File: config.mk
export PLATFORM = sky130hd
export DESIGN_NAME = spriteTop
export DESIGN_NICKNAME = d
export VERILOG_FILES = /design/src/pixelPkg.sv /design/src/spritePkg.sv /design/src/spriteTop.sv /design/src/layerCompositor.sv /design/src/partRenderer.sv /design/src/pixelFifo.sv /design/src/rasterScanner.sv
export VERILOG_INCLUDE_DIRS = /design/src
export SDC_FILE = /design/constraint.sdc
export NUM_CORES = 1
export LEC_CHECK = 0
export ABC_AREA = 1
export BUFFER_PORTS_ARGS = -buffer_cell sky130_fd_sc_hd__buf_2
export CELL_PAD_IN_SITES_DETAIL_PLACEMENT = 1
export CELL_PAD_IN_SITES_GLOBAL_PLACEMENT = 1
export CORE_MARGIN = 5
export CORE_UTILIZATION = 33
export DETAILED_ROUTE_END_ITERATION = 16
export PLACE_DENSITY_LB_ADDON = 0.1
export SLEW_MARGIN = 0
export SYNTH_ARGS = -nofsm -noshare
export SYNTH_HDL_FRONTEND = slang
export SYNTH_SLANG_ARGS = --single-unit
File: constraint.sdc
create_clock -name clk -period 5.64 [get_ports clk]
set_input_delay 1.128 -clock clk [delete_from_list [all_inputs] [get_ports clk]]
set_output_delay 1.128 -clock clk [all_outputs]
set_load 0.05 [all_outputs]
File: src/sprite_defs.svh
`ifndef SPRITE_DEFS_SVH
`define SPRITE_DEFS_SVH

// visible frame size in pixels.
`define SCREEN_W 640
`define SCREEN_H 480

// pixel FIFO entries, also the scanner's starting credit.
`define FIFO_DEPTH 8

// credits the sink grants after reset.
`define SINK_CREDITS 4

// bits per colour channel.
`define COLOR_W 8

`endif
File: src/pixelPkg.sv
`include "sprite_defs.svh"

package pixelPkg;

  // column and row numbers of a pixel on screen.
  typedef logic [9:0] coordXT;
  typedef logic [8:0] coordYT;

  // red in the top byte, then green, then blue.
  typedef logic [3*`COLOR_W-1:0] rgbT;

  localparam rgbT BLACK = '0;

endpackage

File: src/spritePkg.sv
package spritePkg;

  // value order is the priority order, so a higher value wins.
  typedef enum logic [2:0] {
    FEET,
    BODY,
    LEFT_ARM,
    RIGHT_ARM,
    HEAD
  } partIdT;

  localparam int NUM_PARTS = 5;

  // offsets are taken from the character's top-left corner.
  typedef struct packed {
    logic signed [10:0] offX;
    logic signed [9:0]  offY;
    logic [7:0]         width;
    logic [7:0]         height;
    pixelPkg::rgbT      color;
  } partRectT;

  // packed array indexed by partIdT, listed from HEAD down to FEET.
  localparam partRectT [HEAD:FEET] PART_TABLE = '{
    '{11'sd0,   10'sd0,   8'd100, 8'd90, 24'hF2C48D},
    '{11'sd100, 10'sd80,  8'd20,  8'd50, 24'hD08040},
    '{-11'sd20, 10'sd80,  8'd20,  8'd50, 24'hE09050},
    '{11'sd0,   10'sd90,  8'd100, 8'd60, 24'h2050C0},
    '{11'sd0,   10'sd145, 8'd100, 8'd25, 24'h303030}
  };

  typedef enum logic {
    IDLE,
    SCAN
  } scanStateT;

endpackage

File: src/spriteTop.sv
`timescale 1ns/1ps

module spriteTop (
  input  logic             clk,
  input  logic             rstN,
  input  logic             run,
  input  pixelPkg::coordXT charX,
  input  pixelPkg::coordYT charY,
  input  logic             sinkCredit,
  output logic             outValid,
  output pixelPkg::rgbT    outRgb,
  output logic             frameDone
);

  // scanner to FIFO.
  logic             pushValid;
  pixelPkg::coordXT pushX;
  pixelPkg::coordYT pushY;
  logic             pushFirst;
  logic             popCredit;

  // FIFO to compositor.
  logic             fifoValid;
  pixelPkg::coordXT fifoX;
  pixelPkg::coordYT fifoY;
  logic             fifoFirst;
  logic             popReq;

  rasterScanner uScanner (
    .clk      (clk),
    .rstN     (rstN),
    .run      (run),
    .popCredit(popCredit),
    .pushValid(pushValid),
    .pushX    (pushX),
    .pushY    (pushY),
    .pushFirst(pushFirst),
    .frameDone(frameDone)
  );

  pixelFifo uFifo (
    .clk      (clk),
    .rstN     (rstN),
    .pushValid(pushValid),
    .pushX    (pushX),
    .pushY    (pushY),
    .pushFirst(pushFirst),
    .popReq   (popReq),
    .fifoValid(fifoValid),
    .fifoX    (fifoX),
    .fifoY    (fifoY),
    .fifoFirst(fifoFirst),
    .popCredit(popCredit)
  );

  layerCompositor uCompositor (
    .clk       (clk),
    .rstN      (rstN),
    .fifoValid (fifoValid),
    .fifoX     (fifoX),
    .fifoY     (fifoY),
    .fifoFirst (fifoFirst),
    .charX     (charX),
    .charY     (charY),
    .sinkCredit(sinkCredit),
    .popReq    (popReq),
    .outValid  (outValid),
    .outRgb    (outRgb)
  );

endmodule

File: src/layerCompositor.sv
`timescale 1ns/1ps
`include "sprite_defs.svh"

module layerCompositor (
  input  logic             clk,
  input  logic             rstN,
  input  logic             fifoValid,
  input  pixelPkg::coordXT fifoX,
  input  pixelPkg::coordYT fifoY,
  input  logic             fifoFirst,
  input  pixelPkg::coordXT charX,
  input  pixelPkg::coordYT charY,
  input  logic             sinkCredit,
  output logic             popReq,
  output logic             outValid,
  output pixelPkg::rgbT    outRgb
);

  localparam int CRED_W = $clog2(`SINK_CREDITS + 1);

  logic [CRED_W-1:0] outCredits;
  pixelPkg::coordXT  baseX;
  pixelPkg::coordYT  baseY;
  pixelPkg::coordXT  curX;
  pixelPkg::coordYT  curY;
  logic              newFrame;
  logic              hit [spritePkg::NUM_PARTS];
  pixelPkg::rgbT     color [spritePkg::NUM_PARTS];
  pixelPkg::rgbT     pixRgb;

  // the result in flight still holds a credit not yet taken from the count.
  assign popReq   = fifoValid && (outCredits > CRED_W'(outValid));
  assign newFrame = popReq && fifoFirst;

  // first pixel of a frame already sees the new position.
  assign curX = newFrame ? charX : baseX;
  assign curY = newFrame ? charY : baseY;

  for (genvar i = 0; i < spritePkg::NUM_PARTS; i++) begin : genPart
    partRenderer #(
      .PART(spritePkg::partIdT'(i))
    ) uRenderer (
      .pixX (fifoX),
      .pixY (fifoY),
      .baseX(curX),
      .baseY(curY),
      .hit  (hit[i]),
      .color(color[i])
    );
  end

  // later entries have higher priority, black when nothing covers the pixel.
  always_comb begin
    pixRgb = pixelPkg::BLACK;
    for (int i = 0; i < spritePkg::NUM_PARTS; i++) begin
      if (hit[i]) begin
        pixRgb = color[i];
      end
    end
  end

  always_ff @(posedge clk) begin
    if (newFrame) begin
      baseX <= charX;
      baseY <= charY;
    end
    if (popReq) begin
      outRgb <= pixRgb;
    end
  end

  always_ff @(posedge clk or negedge rstN) begin
    if (!rstN) begin
      outValid   <= 1'b0;
      outCredits <= CRED_W'(`SINK_CREDITS);
    end else begin
      outValid   <= popReq;
      outCredits <= outCredits + CRED_W'(sinkCredit) - CRED_W'(outValid);
    end
  end

endmodule

File: src/partRenderer.sv
`timescale 1ns/1ps

module partRenderer #(
  parameter spritePkg::partIdT PART = spritePkg::HEAD
) (
  input  pixelPkg::coordXT pixX,
  input  pixelPkg::coordYT pixY,
  input  pixelPkg::coordXT baseX,
  input  pixelPkg::coordYT baseY,
  output logic             hit,
  output pixelPkg::rgbT    color
);

  localparam spritePkg::partRectT RECT = spritePkg::PART_TABLE[PART];

  localparam logic signed [11:0] OFF_X  = 12'(RECT.offX);
  localparam logic signed [10:0] OFF_Y  = 11'(RECT.offY);
  localparam logic signed [11:0] SIZE_X = 12'(RECT.width);
  localparam logic signed [10:0] SIZE_Y = 11'(RECT.height);

  logic signed [11:0] relX;
  logic signed [10:0] relY;

  // signed so that a part may reach left of or above the character.
  assign relX = $signed({2'b00, pixX}) - $signed({2'b00, baseX}) - OFF_X;
  assign relY = $signed({2'b00, pixY}) - $signed({2'b00, baseY}) - OFF_Y;

  assign hit = (relX >= 0) && (relX < SIZE_X) && (relY >= 0) && (relY < SIZE_Y);

  // solid colour per part.
  assign color = RECT.color;

endmodule

File: src/pixelFifo.sv
`timescale 1ns/1ps
`include "sprite_defs.svh"

module pixelFifo (
  input  logic             clk,
  input  logic             rstN,
  input  logic             pushValid,
  input  pixelPkg::coordXT pushX,
  input  pixelPkg::coordYT pushY,
  input  logic             pushFirst,
  input  logic             popReq,
  output logic             fifoValid,
  output pixelPkg::coordXT fifoX,
  output pixelPkg::coordYT fifoY,
  output logic             fifoFirst,
  output logic             popCredit
);

  localparam int PTR_W = $clog2(`FIFO_DEPTH);
  localparam int CNT_W = $clog2(`FIFO_DEPTH + 1);

  pixelPkg::coordXT memX [`FIFO_DEPTH];
  pixelPkg::coordYT memY [`FIFO_DEPTH];
  logic             memFirst [`FIFO_DEPTH];

  logic [PTR_W-1:0] wrPtr;
  logic [PTR_W-1:0] rdPtr;
  logic [CNT_W-1:0] count;
  logic             pop;

  function automatic logic [PTR_W-1:0] nextPtr(input logic [PTR_W-1:0] ptr);
    return (ptr == PTR_W'(`FIFO_DEPTH - 1)) ? '0 : ptr + 1'b1;
  endfunction

  assign fifoValid = (count != '0);
  assign pop       = popReq && fifoValid;
  assign fifoX     = memX[rdPtr];
  assign fifoY     = memY[rdPtr];
  assign fifoFirst = memFirst[rdPtr];

  // the scanner's credit keeps pushes away from a full buffer.
  always_ff @(posedge clk) begin
    if (pushValid) begin
      memX[wrPtr]     <= pushX;
      memY[wrPtr]     <= pushY;
      memFirst[wrPtr] <= pushFirst;
    end
  end

  always_ff @(posedge clk or negedge rstN) begin
    if (!rstN) begin
      wrPtr     <= '0;
      rdPtr     <= '0;
      count     <= '0;
      popCredit <= 1'b0;
    end else begin
      if (pushValid) begin
        wrPtr <= nextPtr(wrPtr);
      end
      if (pop) begin
        rdPtr <= nextPtr(rdPtr);
      end
      count     <= count + CNT_W'(pushValid) - CNT_W'(pop);
      // one credit back to the scanner per freed slot.
      popCredit <= pop;
    end
  end

endmodule

File: src/rasterScanner.sv
`timescale 1ns/1ps
`include "sprite_defs.svh"

module rasterScanner (
  input  logic             clk,
  input  logic             rstN,
  input  logic             run,
  input  logic             popCredit,
  output logic             pushValid,
  output pixelPkg::coordXT pushX,
  output pixelPkg::coordYT pushY,
  output logic             pushFirst,
  output logic             frameDone
);

  localparam int CRED_W = $clog2(`FIFO_DEPTH + 1);
  localparam pixelPkg::coordXT LAST_X = pixelPkg::coordXT'(`SCREEN_W - 1);
  localparam pixelPkg::coordYT LAST_Y = pixelPkg::coordYT'(`SCREEN_H - 1);

  spritePkg::scanStateT state;
  pixelPkg::coordXT     colX;
  pixelPkg::coordYT     rowY;
  logic [CRED_W-1:0]    credits;
  logic                 lastPix;

  // a push needs a free FIFO slot, which one credit stands for.
  assign pushValid = (state == spritePkg::SCAN) && (credits != '0);
  assign pushX     = colX;
  assign pushY     = rowY;
  assign pushFirst = (colX == '0) && (rowY == '0);
  assign lastPix   = (colX == LAST_X) && (rowY == LAST_Y);
  assign frameDone = pushValid && lastPix;

  always_ff @(posedge clk or negedge rstN) begin
    if (!rstN) begin
      credits <= CRED_W'(`FIFO_DEPTH);
    end else begin
      credits <= credits + CRED_W'(popCredit) - CRED_W'(pushValid);
    end
  end

  always_ff @(posedge clk or negedge rstN) begin
    if (!rstN) begin
      state <= spritePkg::IDLE;
      colX  <= '0;
      rowY  <= '0;
    end else begin
      case (state)
        spritePkg::IDLE: begin
          if (run) begin
            state <= spritePkg::SCAN;
          end
        end
        spritePkg::SCAN: begin
          if (pushValid) begin
            if (lastPix) begin
              colX <= '0;
              rowY <= '0;
              // back-to-back frames while run stays high.
              if (!run) begin
                state <= spritePkg::IDLE;
              end
            end else if (colX == LAST_X) begin
              colX <= '0;
              rowY <= rowY + 1'b1;
            end else begin
              colX <= colX + 1'b1;
            end
          end
        end
        default: begin
          state <= spritePkg::IDLE;
        end
      endcase
    end
  end

endmodule

Word-level counts from Yosys, hierarchy flattened
Memory sizes are Yosys's and may differ from the RTL's.
Index checks and enable logic that the tools add are counted.

operators by class
  add/subtract/negate cells = 17
  magnitude comparators = 15
  equal/unequal tests = 4
  multiplexer cells = 18
  bitwise logic cells = 1
  reductions and logical operators = 30

operator list
  cell                     number
  $mux W22                 4
  $ge A11 B1 Y1 const B    4
  $mux W10                 3
  $mux W9                  3
  $ge A12 B1 Y1 const B    2
  $lt A12 B6 Y1 const B    2
  $lt A11 B7 Y1 const B    2
  $sub A10 B8 Y11 const B  2
  $logic_and A1 B1 Y1      20
  $sub A11 B6 Y12 const B  1
  $sub A11 B8 Y12 const B  1
  $lt A11 B6 Y1 const B    1
  $lt A11 B8 Y1 const B    1
  $sub A10 B10 Y11         1
  $sub A10 B9 Y11 const B  1
  $add A10 B1 Y10 const B  1
  $eq A10 B10 Y1 const B   1
  $ge A10 B1 Y1 const B    1
  $logic_not A10 Y1        1
  $lt A10 B8 Y1 const B    1
  $sub A9 B9 Y10           1
  $add A9 B1 Y9 const B    1
  $eq A9 B9 Y1 const B     1
  $logic_not A9 Y1         1
  other kinds (18)         28

word-level totals
  register bits = 82
  bits in writable memories = 160
  input port bits = 23
  output and inout port bits = 26
  logic and storage cells = 104
  memories = 3

memories
  memory          depth  bits a word  rd ports  clocked after memory_dff  write ports  line             RTL
  uFifo.memX      8      10           1         0                         1            pixelFifo.sv:22  pixelPkg::coordXT memX [`FIFO_DEPTH];
  uFifo.memY      8      9            1         0                         1            pixelFifo.sv:23  pixelPkg::coordYT memY [`FIFO_DEPTH];
  uFifo.memFirst  8      1            1         0                         1            pixelFifo.sv:24  logic memFirst [`FIFO_DEPTH];

Longest topological paths before layout
  word-level depth = 13
  gate-level depth with buffers = 28
  mapped depth without buffers = 26

Modules after synthesis
A second synthesis with hierarchy kept.

second synthesis, totals
  cell total of the unflattened synthesis = 2662
  area total of the unflattened synthesis = 19220.9 um^2

modules (own cells, without submodules)
  module                                           times used  cells an instance  area each (um^2)  sequential area each (um^2)
  pixelFifo                                        1           762                7599.8            5079.9
  layerCompositor                                  1           411                3081.7            1202.4
  rasterScanner                                    1           210                1615.3            601.8
  partRenderer (uCompositor.genPart[3].uRenderer)  1           255                1431.4            0.0
  partRenderer (uCompositor.genPart[2].uRenderer)  1           271                1425.1            0.0
  partRenderer (uCompositor.genPart[1].uRenderer)  1           255                1408.9            0.0
  partRenderer (uCompositor.genPart[0].uRenderer)  1           249                1355.0            0.0
  partRenderer (uCompositor.genPart[4].uRenderer)  1           249                1303.8            0.0

Worst setup path after synthesis
Ideal clock, no wire load.

  kind = register to register
  from = reg uCompositor.outValid
  to = reg uCompositor.outRgb[20] (data pin)
  setup time = 0.259 ns
  arrival = 3.964 ns
  required time = 5.381 ns
  slack = 1.416 ns
  cell stages (with the launch flop) = 22
  buffers on the path = 1
  clock period less this slack = 4.224 ns
  cell sequence = dfrtp_1 ha_1 inv_1 nor3_1 a221oi_2 nand3_2 buf_2 nand2_1 o21ai_0 fa_1 xor2_1 inv_1 ha_1 nand3b_2 o21ai_2 inv_1 nand2_1 nand2_1 nor2_2 nand3_2 nand2_2 nand2_1

on the way
  word-level cells in the longest chain between the ends = 12
  elaborated cells between the ends (all ways) = 43
  those cells by class = add/sub: 7; order compare: 15; mux: 5; reduce/logical: 16

ends and longest elaborated chain
  what                                                  line                                    RTL
  from (decl)                                           layerCompositor.sv:15                   output logic outValid,
  from (signal assigned)                                layerCompositor.sv:77                   outValid <= popReq;
  $gt A3 B1 Y1 (*)                                      layerCompositor.sv:32                   assign popReq = fifoValid && (outCredits > CRED_W'(outValid));
  $logic_and A1 B1 Y1 (*)                               layerCompositor.sv:32
  $logic_and A1 B1 Y1 (*)                               layerCompositor.sv:33                   assign newFrame = popReq && fifoFirst;
  $mux W9 or $mux W10 (tied branches)                   --
  $sub A9 B9 Y10 or $sub A10 B10 Y11 (tied branches)    partRenderer.sv:26, partRenderer.sv:25
  $sub A10 B9 Y11 (tied with other cells)               partRenderer.sv:26                      assign relY = $signed({2'b00, pixY}) - $signed({2'b00, baseY}) - OFF_Y;
  $ge A11 B1 Y1 or $logic_and A1 B1 Y1 (tied branches)  partRenderer.sv:28                      assign hit = (relX >= 0) && (relX < SIZE_X) && (relY >= 0) && (relY < SIZE_Y);
  $logic_and A1 B1 Y1 (2 in a row)                      partRenderer.sv:28
  $mux W22 (3 in a row)                                 layerCompositor.sv:56                   if (hit[i]) begin
  to (signal assigned)                                  layerCompositor.sv:68                   outRgb <= pixRgb;
  to (decl)                                             layerCompositor.sv:16                   output pixelPkg::rgbT outRgb

Every way passes the cells marked *; elsewhere a longest branch is shown, timed or not.
A chain may end at the register's enable or synchronous reset.

Worst setup path in the final report
  from = reg uCompositor.outCredits[2]
  to = reg uCompositor.outRgb[20] (data pin)

on the way
  word-level cells in the longest chain between the ends = 12
  elaborated cells between the ends (all ways) = 43
  those cells by class = add/sub: 7; order compare: 15; mux: 5; reduce/logical: 16

ends and longest elaborated chain
  what                              line                   RTL
  from (decl)                       layerCompositor.sv:21  logic [CRED_W-1:0] outCredits;
  from (signal assigned)            layerCompositor.sv:75  outCredits <= CRED_W'(`SINK_CREDITS);
  from (signal assigned)            layerCompositor.sv:78  outCredits <= outCredits + CRED_W'(sinkCredit) - CRED_W'(outValid);
  $gt A3 B1 Y1 (*)                  layerCompositor.sv:32
  $logic_and A1 B1 Y1 (*)           layerCompositor.sv:32
  $logic_and A1 B1 Y1 (*)           layerCompositor.sv:33
  $mux W9 (*)                       layerCompositor.sv:37  assign curY = newFrame ? charY : baseY;
  named net uCompositor.curY[0]     layerCompositor.sv:25  pixelPkg::coordYT curY;
  $sub A9 B9 Y10 (*)                partRenderer.sv:26
  $sub A10 B9 Y11                   partRenderer.sv:26
  $ge A11 B1 Y1                     partRenderer.sv:28
  $logic_and A1 B1 Y1 (2 in a row)  partRenderer.sv:28
  $mux W22 (3 in a row)             layerCompositor.sv:56

Mark *: on every way through the listed nets, which the timed path passes. The rest lies on a longest branch.

==> results.toml <==
[outcome]
status = "finished, final reports clean"

[floorplan]
rows = 67
die_h_um = 194
core_um2 = 33400
dieArea_um2 = 37500
boundaryPins = 49
die_w_um = 194
initial_core_util = 0.333

[synth]
syn_area_per_cell_um2 = 9.85
yosys_warnings = 0
synth_edf_count = 169
yosysSeqAreaShare = 0.579
ys_top_cells_by_area = "edfxtp_1 46%, nand2_1 9.0%, dfrtp_1 8.3%"
synth_flop_cell = "edfxtp_1"
yosysTopAreaCellShare = 0.457
synth_commonest_cells = "268 x nand2_1, 169 x edfxtp_1, 136 x inv_1"
yosysMostFrequentCell = "nand2_1"
synth_area_um2 = 11100
synth_largest_area_cell = "edfxtp_1"
ys_ff_latch = 227
async_flop_share = 0.172
syn_inst = 1128
netlist-cell-type-count = 50

[final_layout]
num_antenna_cells = 0
multiInputGateArea_um2 = 3980
layout-drive-gt1-share = 0.123
seq_area_um2 = 6430
fillers = 3801
area_delta_synth_final_pct = 13.5
nets = 1235
fin_cells = 1631

[grt]
grt_use_total = 0.147
overflow = 0
grt_max_degree = 66
grt_pass1_vias = 8255
grt_antenna_before_repair = 0
grt_first_pass_wirelength_mm = 44.8

[clock_network]
hold_buffers = 0
cts_root_buffer = "clkbuf_16"
cts.sinks = 227
cts.clk_slew.worst_paths_ps = 60
clkLatencyLatePin_ps = 520
clk_path_buf_depth = 3
cts_resized = 0
numCtsBuffers = 27
postCtsSetupRepairBufs = 0
htreeDepth = 1
cts_tree = "yes"

[drt]
wl_mm = 27.9
ant_nets = 0
vias_per_cell = 4.79
drc = 0
vias = 7806
drtIter0Drc = 210
first_pass_iters = 4
wire_per_inst_um = 17.1

[sta]
fmax_mhz = 220
slew_headroom = 0.168
post-route-min-period_ps = 4550
worst_pin_slew_ps = 1240
maxSlewViolCount = 0
rsz0062_at_grt = "false"
holdWs_ps = 481
hold_viol = 0
skew_ps = 9.33
fin_crit_sh = 0.806
tns_ps = 0
setup_viol = 0

[placed_design]
gp_congestion = 0.771
place_inst = 1582
port-buffer-count = 41
dpl.hpwl_mm = 18.3

[worst_setup_path]
worstSetupStartpoint = "uCompositor.outCredits[2]$_DFF_PN1_"
worstReg2RegEnd = "uCompositor.outRgb[20]$_SDFFCE_PP1N_"
end_kind = "register"
worst_setup_path_start_kind = "register"
crit_path_frequent_cell = "inv_1"
endpoint = "uCompositor.outRgb[20]$_SDFFCE_PP1N_"
crit_path_top_delay_cell = "a221oi_2"
cp_max_fo = 10
r2r_start = "uCompositor.outCredits[2]$_DFF_PN1_"
reg2reg_depth = 20
path_cells = "inv_1, ha_1, a221oi_2, nand3_2, mux2_2, ha_1, inv_1, fa_1, xor2_1, inv_1, ha_1, nand3b_2, o21ai_2, inv_1, nand2_1, nand2_1, nor2_2, nand3_2, nand2_2, nand2_1"
cpPeakStageDelay_ps = 580
critPathRequiredTime_ps = 5910
cp.arrival_ps = 4810
criticalPathCategory = "register to register"
regToRegSetupSlack_ps = 1090

[power_and_ir_drop]
ir_drop_uv = 184
p_leak_nw = 5.15
power_density_nw_per_um2 = 278

[flow_run]
maxCapViolations = 0

[worst_hold_path]
hp-class = "register to register"
[cell families after synthesis]
kind of cell,count (synthesis),synth area share
fa+ha+maj,49,0.0579
mux,2,0.00203
flops,227,0.579
compound gates,138,0.0789
other cells,1,0.000337
xor+xnor,13,0.0102
simple gates,506,0.201
buf+inv,192,0.0710
[where the power goes]
part	internal (mW)	switching [mW]	total, mW	leakage (nW)
sequential	1.79	0.00760	1.80	1.91
combinational	0.0263	0.0459	0.0721	2.84
clock	0.976	0.661	1.64	0.401
total	2.79	0.715	3.51	5.15
[metal layers]
metal / global-route usage / vias to the layer above / routed length, um
met5: 0 / - / 0
met1: 0.188 / 3807 / 12900
met2: 0.266 / 91 / 13600
met4: 0.0257 / 0 / 418
li1: - / 3876 / -
met3: 0.0226 / 32 / 916
[cells in the final DEF (no fill, tap or decap), drive strengths merged, types with 7 or more instances in the layout]
cell type	netlist	layout
clkbuf	27	34
nand2	283	283
inv	140	139
nor2	74	74
xor2	7	7
conb	1	7
a32o	15	15
dfxtp	19	19
buf	23	50
nand4	17	17
nand3	107	107
ha	45	45
o21ai	50	50
dfrtp	37	37
nor3	11	11
a21oi	54	54
clkinv	2	15
edfxtp	169	169
[how the worst min path moves through the flow]
stage	slack, ps	start	cells after the start	to
floorplan	450	uCompositor.baseX[0]$_DFF_P_	1	uCompositor.baseX[0]$_DFF_P_
global placement	460	uCompositor.baseX[0]$_DFF_P_	1	uCompositor.baseX[0]$_DFF_P_
detailed placement	470	uCompositor.baseY[0]$_DFF_P_	1	uCompositor.baseY[0]$_DFF_P_
CTS	490	uCompositor.baseX[0]$_DFF_P_	1	uCompositor.baseX[0]$_DFF_P_
global route	500	uCompositor.baseX[0]$_DFF_P_	1	uCompositor.baseX[0]$_DFF_P_
finish	480	uCompositor.baseY[0]$_DFF_P_	1	uCompositor.baseY[0]$_DFF_P_
[critical path, delay by kind of cell (launching register included)]
family	cells	cell delay (ps)
simple gates	8	1100
fa+ha+maj	4	1010
compound gates	2	780
flops	1	520
mux	1	320
xor+xnor	1	280
buf+inv	4	270
[area by class of cell]
cell class,instances,area share
Sequential cell,227,0.510
Multi-Input combinational cell,715,0.316
Clock buffer,34,0.0564
Tap cell,448,0.0444
Inverter,142,0.0423
Timing Repair Buffer,50,0.0216
Clock inverter,15,0.00952
[flip-flops by register name, summed over array words and instances, names as in the netlist, 4 cells and up]
signal	count
uCompositor.baseX	10
uFifo.memX	80
uScanner.pushY	9
uScanner.credits	4
uScanner.pushX	10
uFifo.count	4
uFifo.memFirst	8
uFifo.memY	72
uCompositor.outRgb	9
uCompositor.baseY	9
[per-stage QoR]
stage	instance area (um^2)	setup WS [ps]	utilization	power (mW)
after floorplan	11100	1420	-	1.88
after global placement	11800	1180	0.353	1.90
after detailed placement	11800	1080	0.353	1.91
after CTS	12600	1060	0.378	3.56
after global routing	12600	716	0.378	3.65
final	12600	1090	0.378	3.51
(Power assumes the default switching activity.)
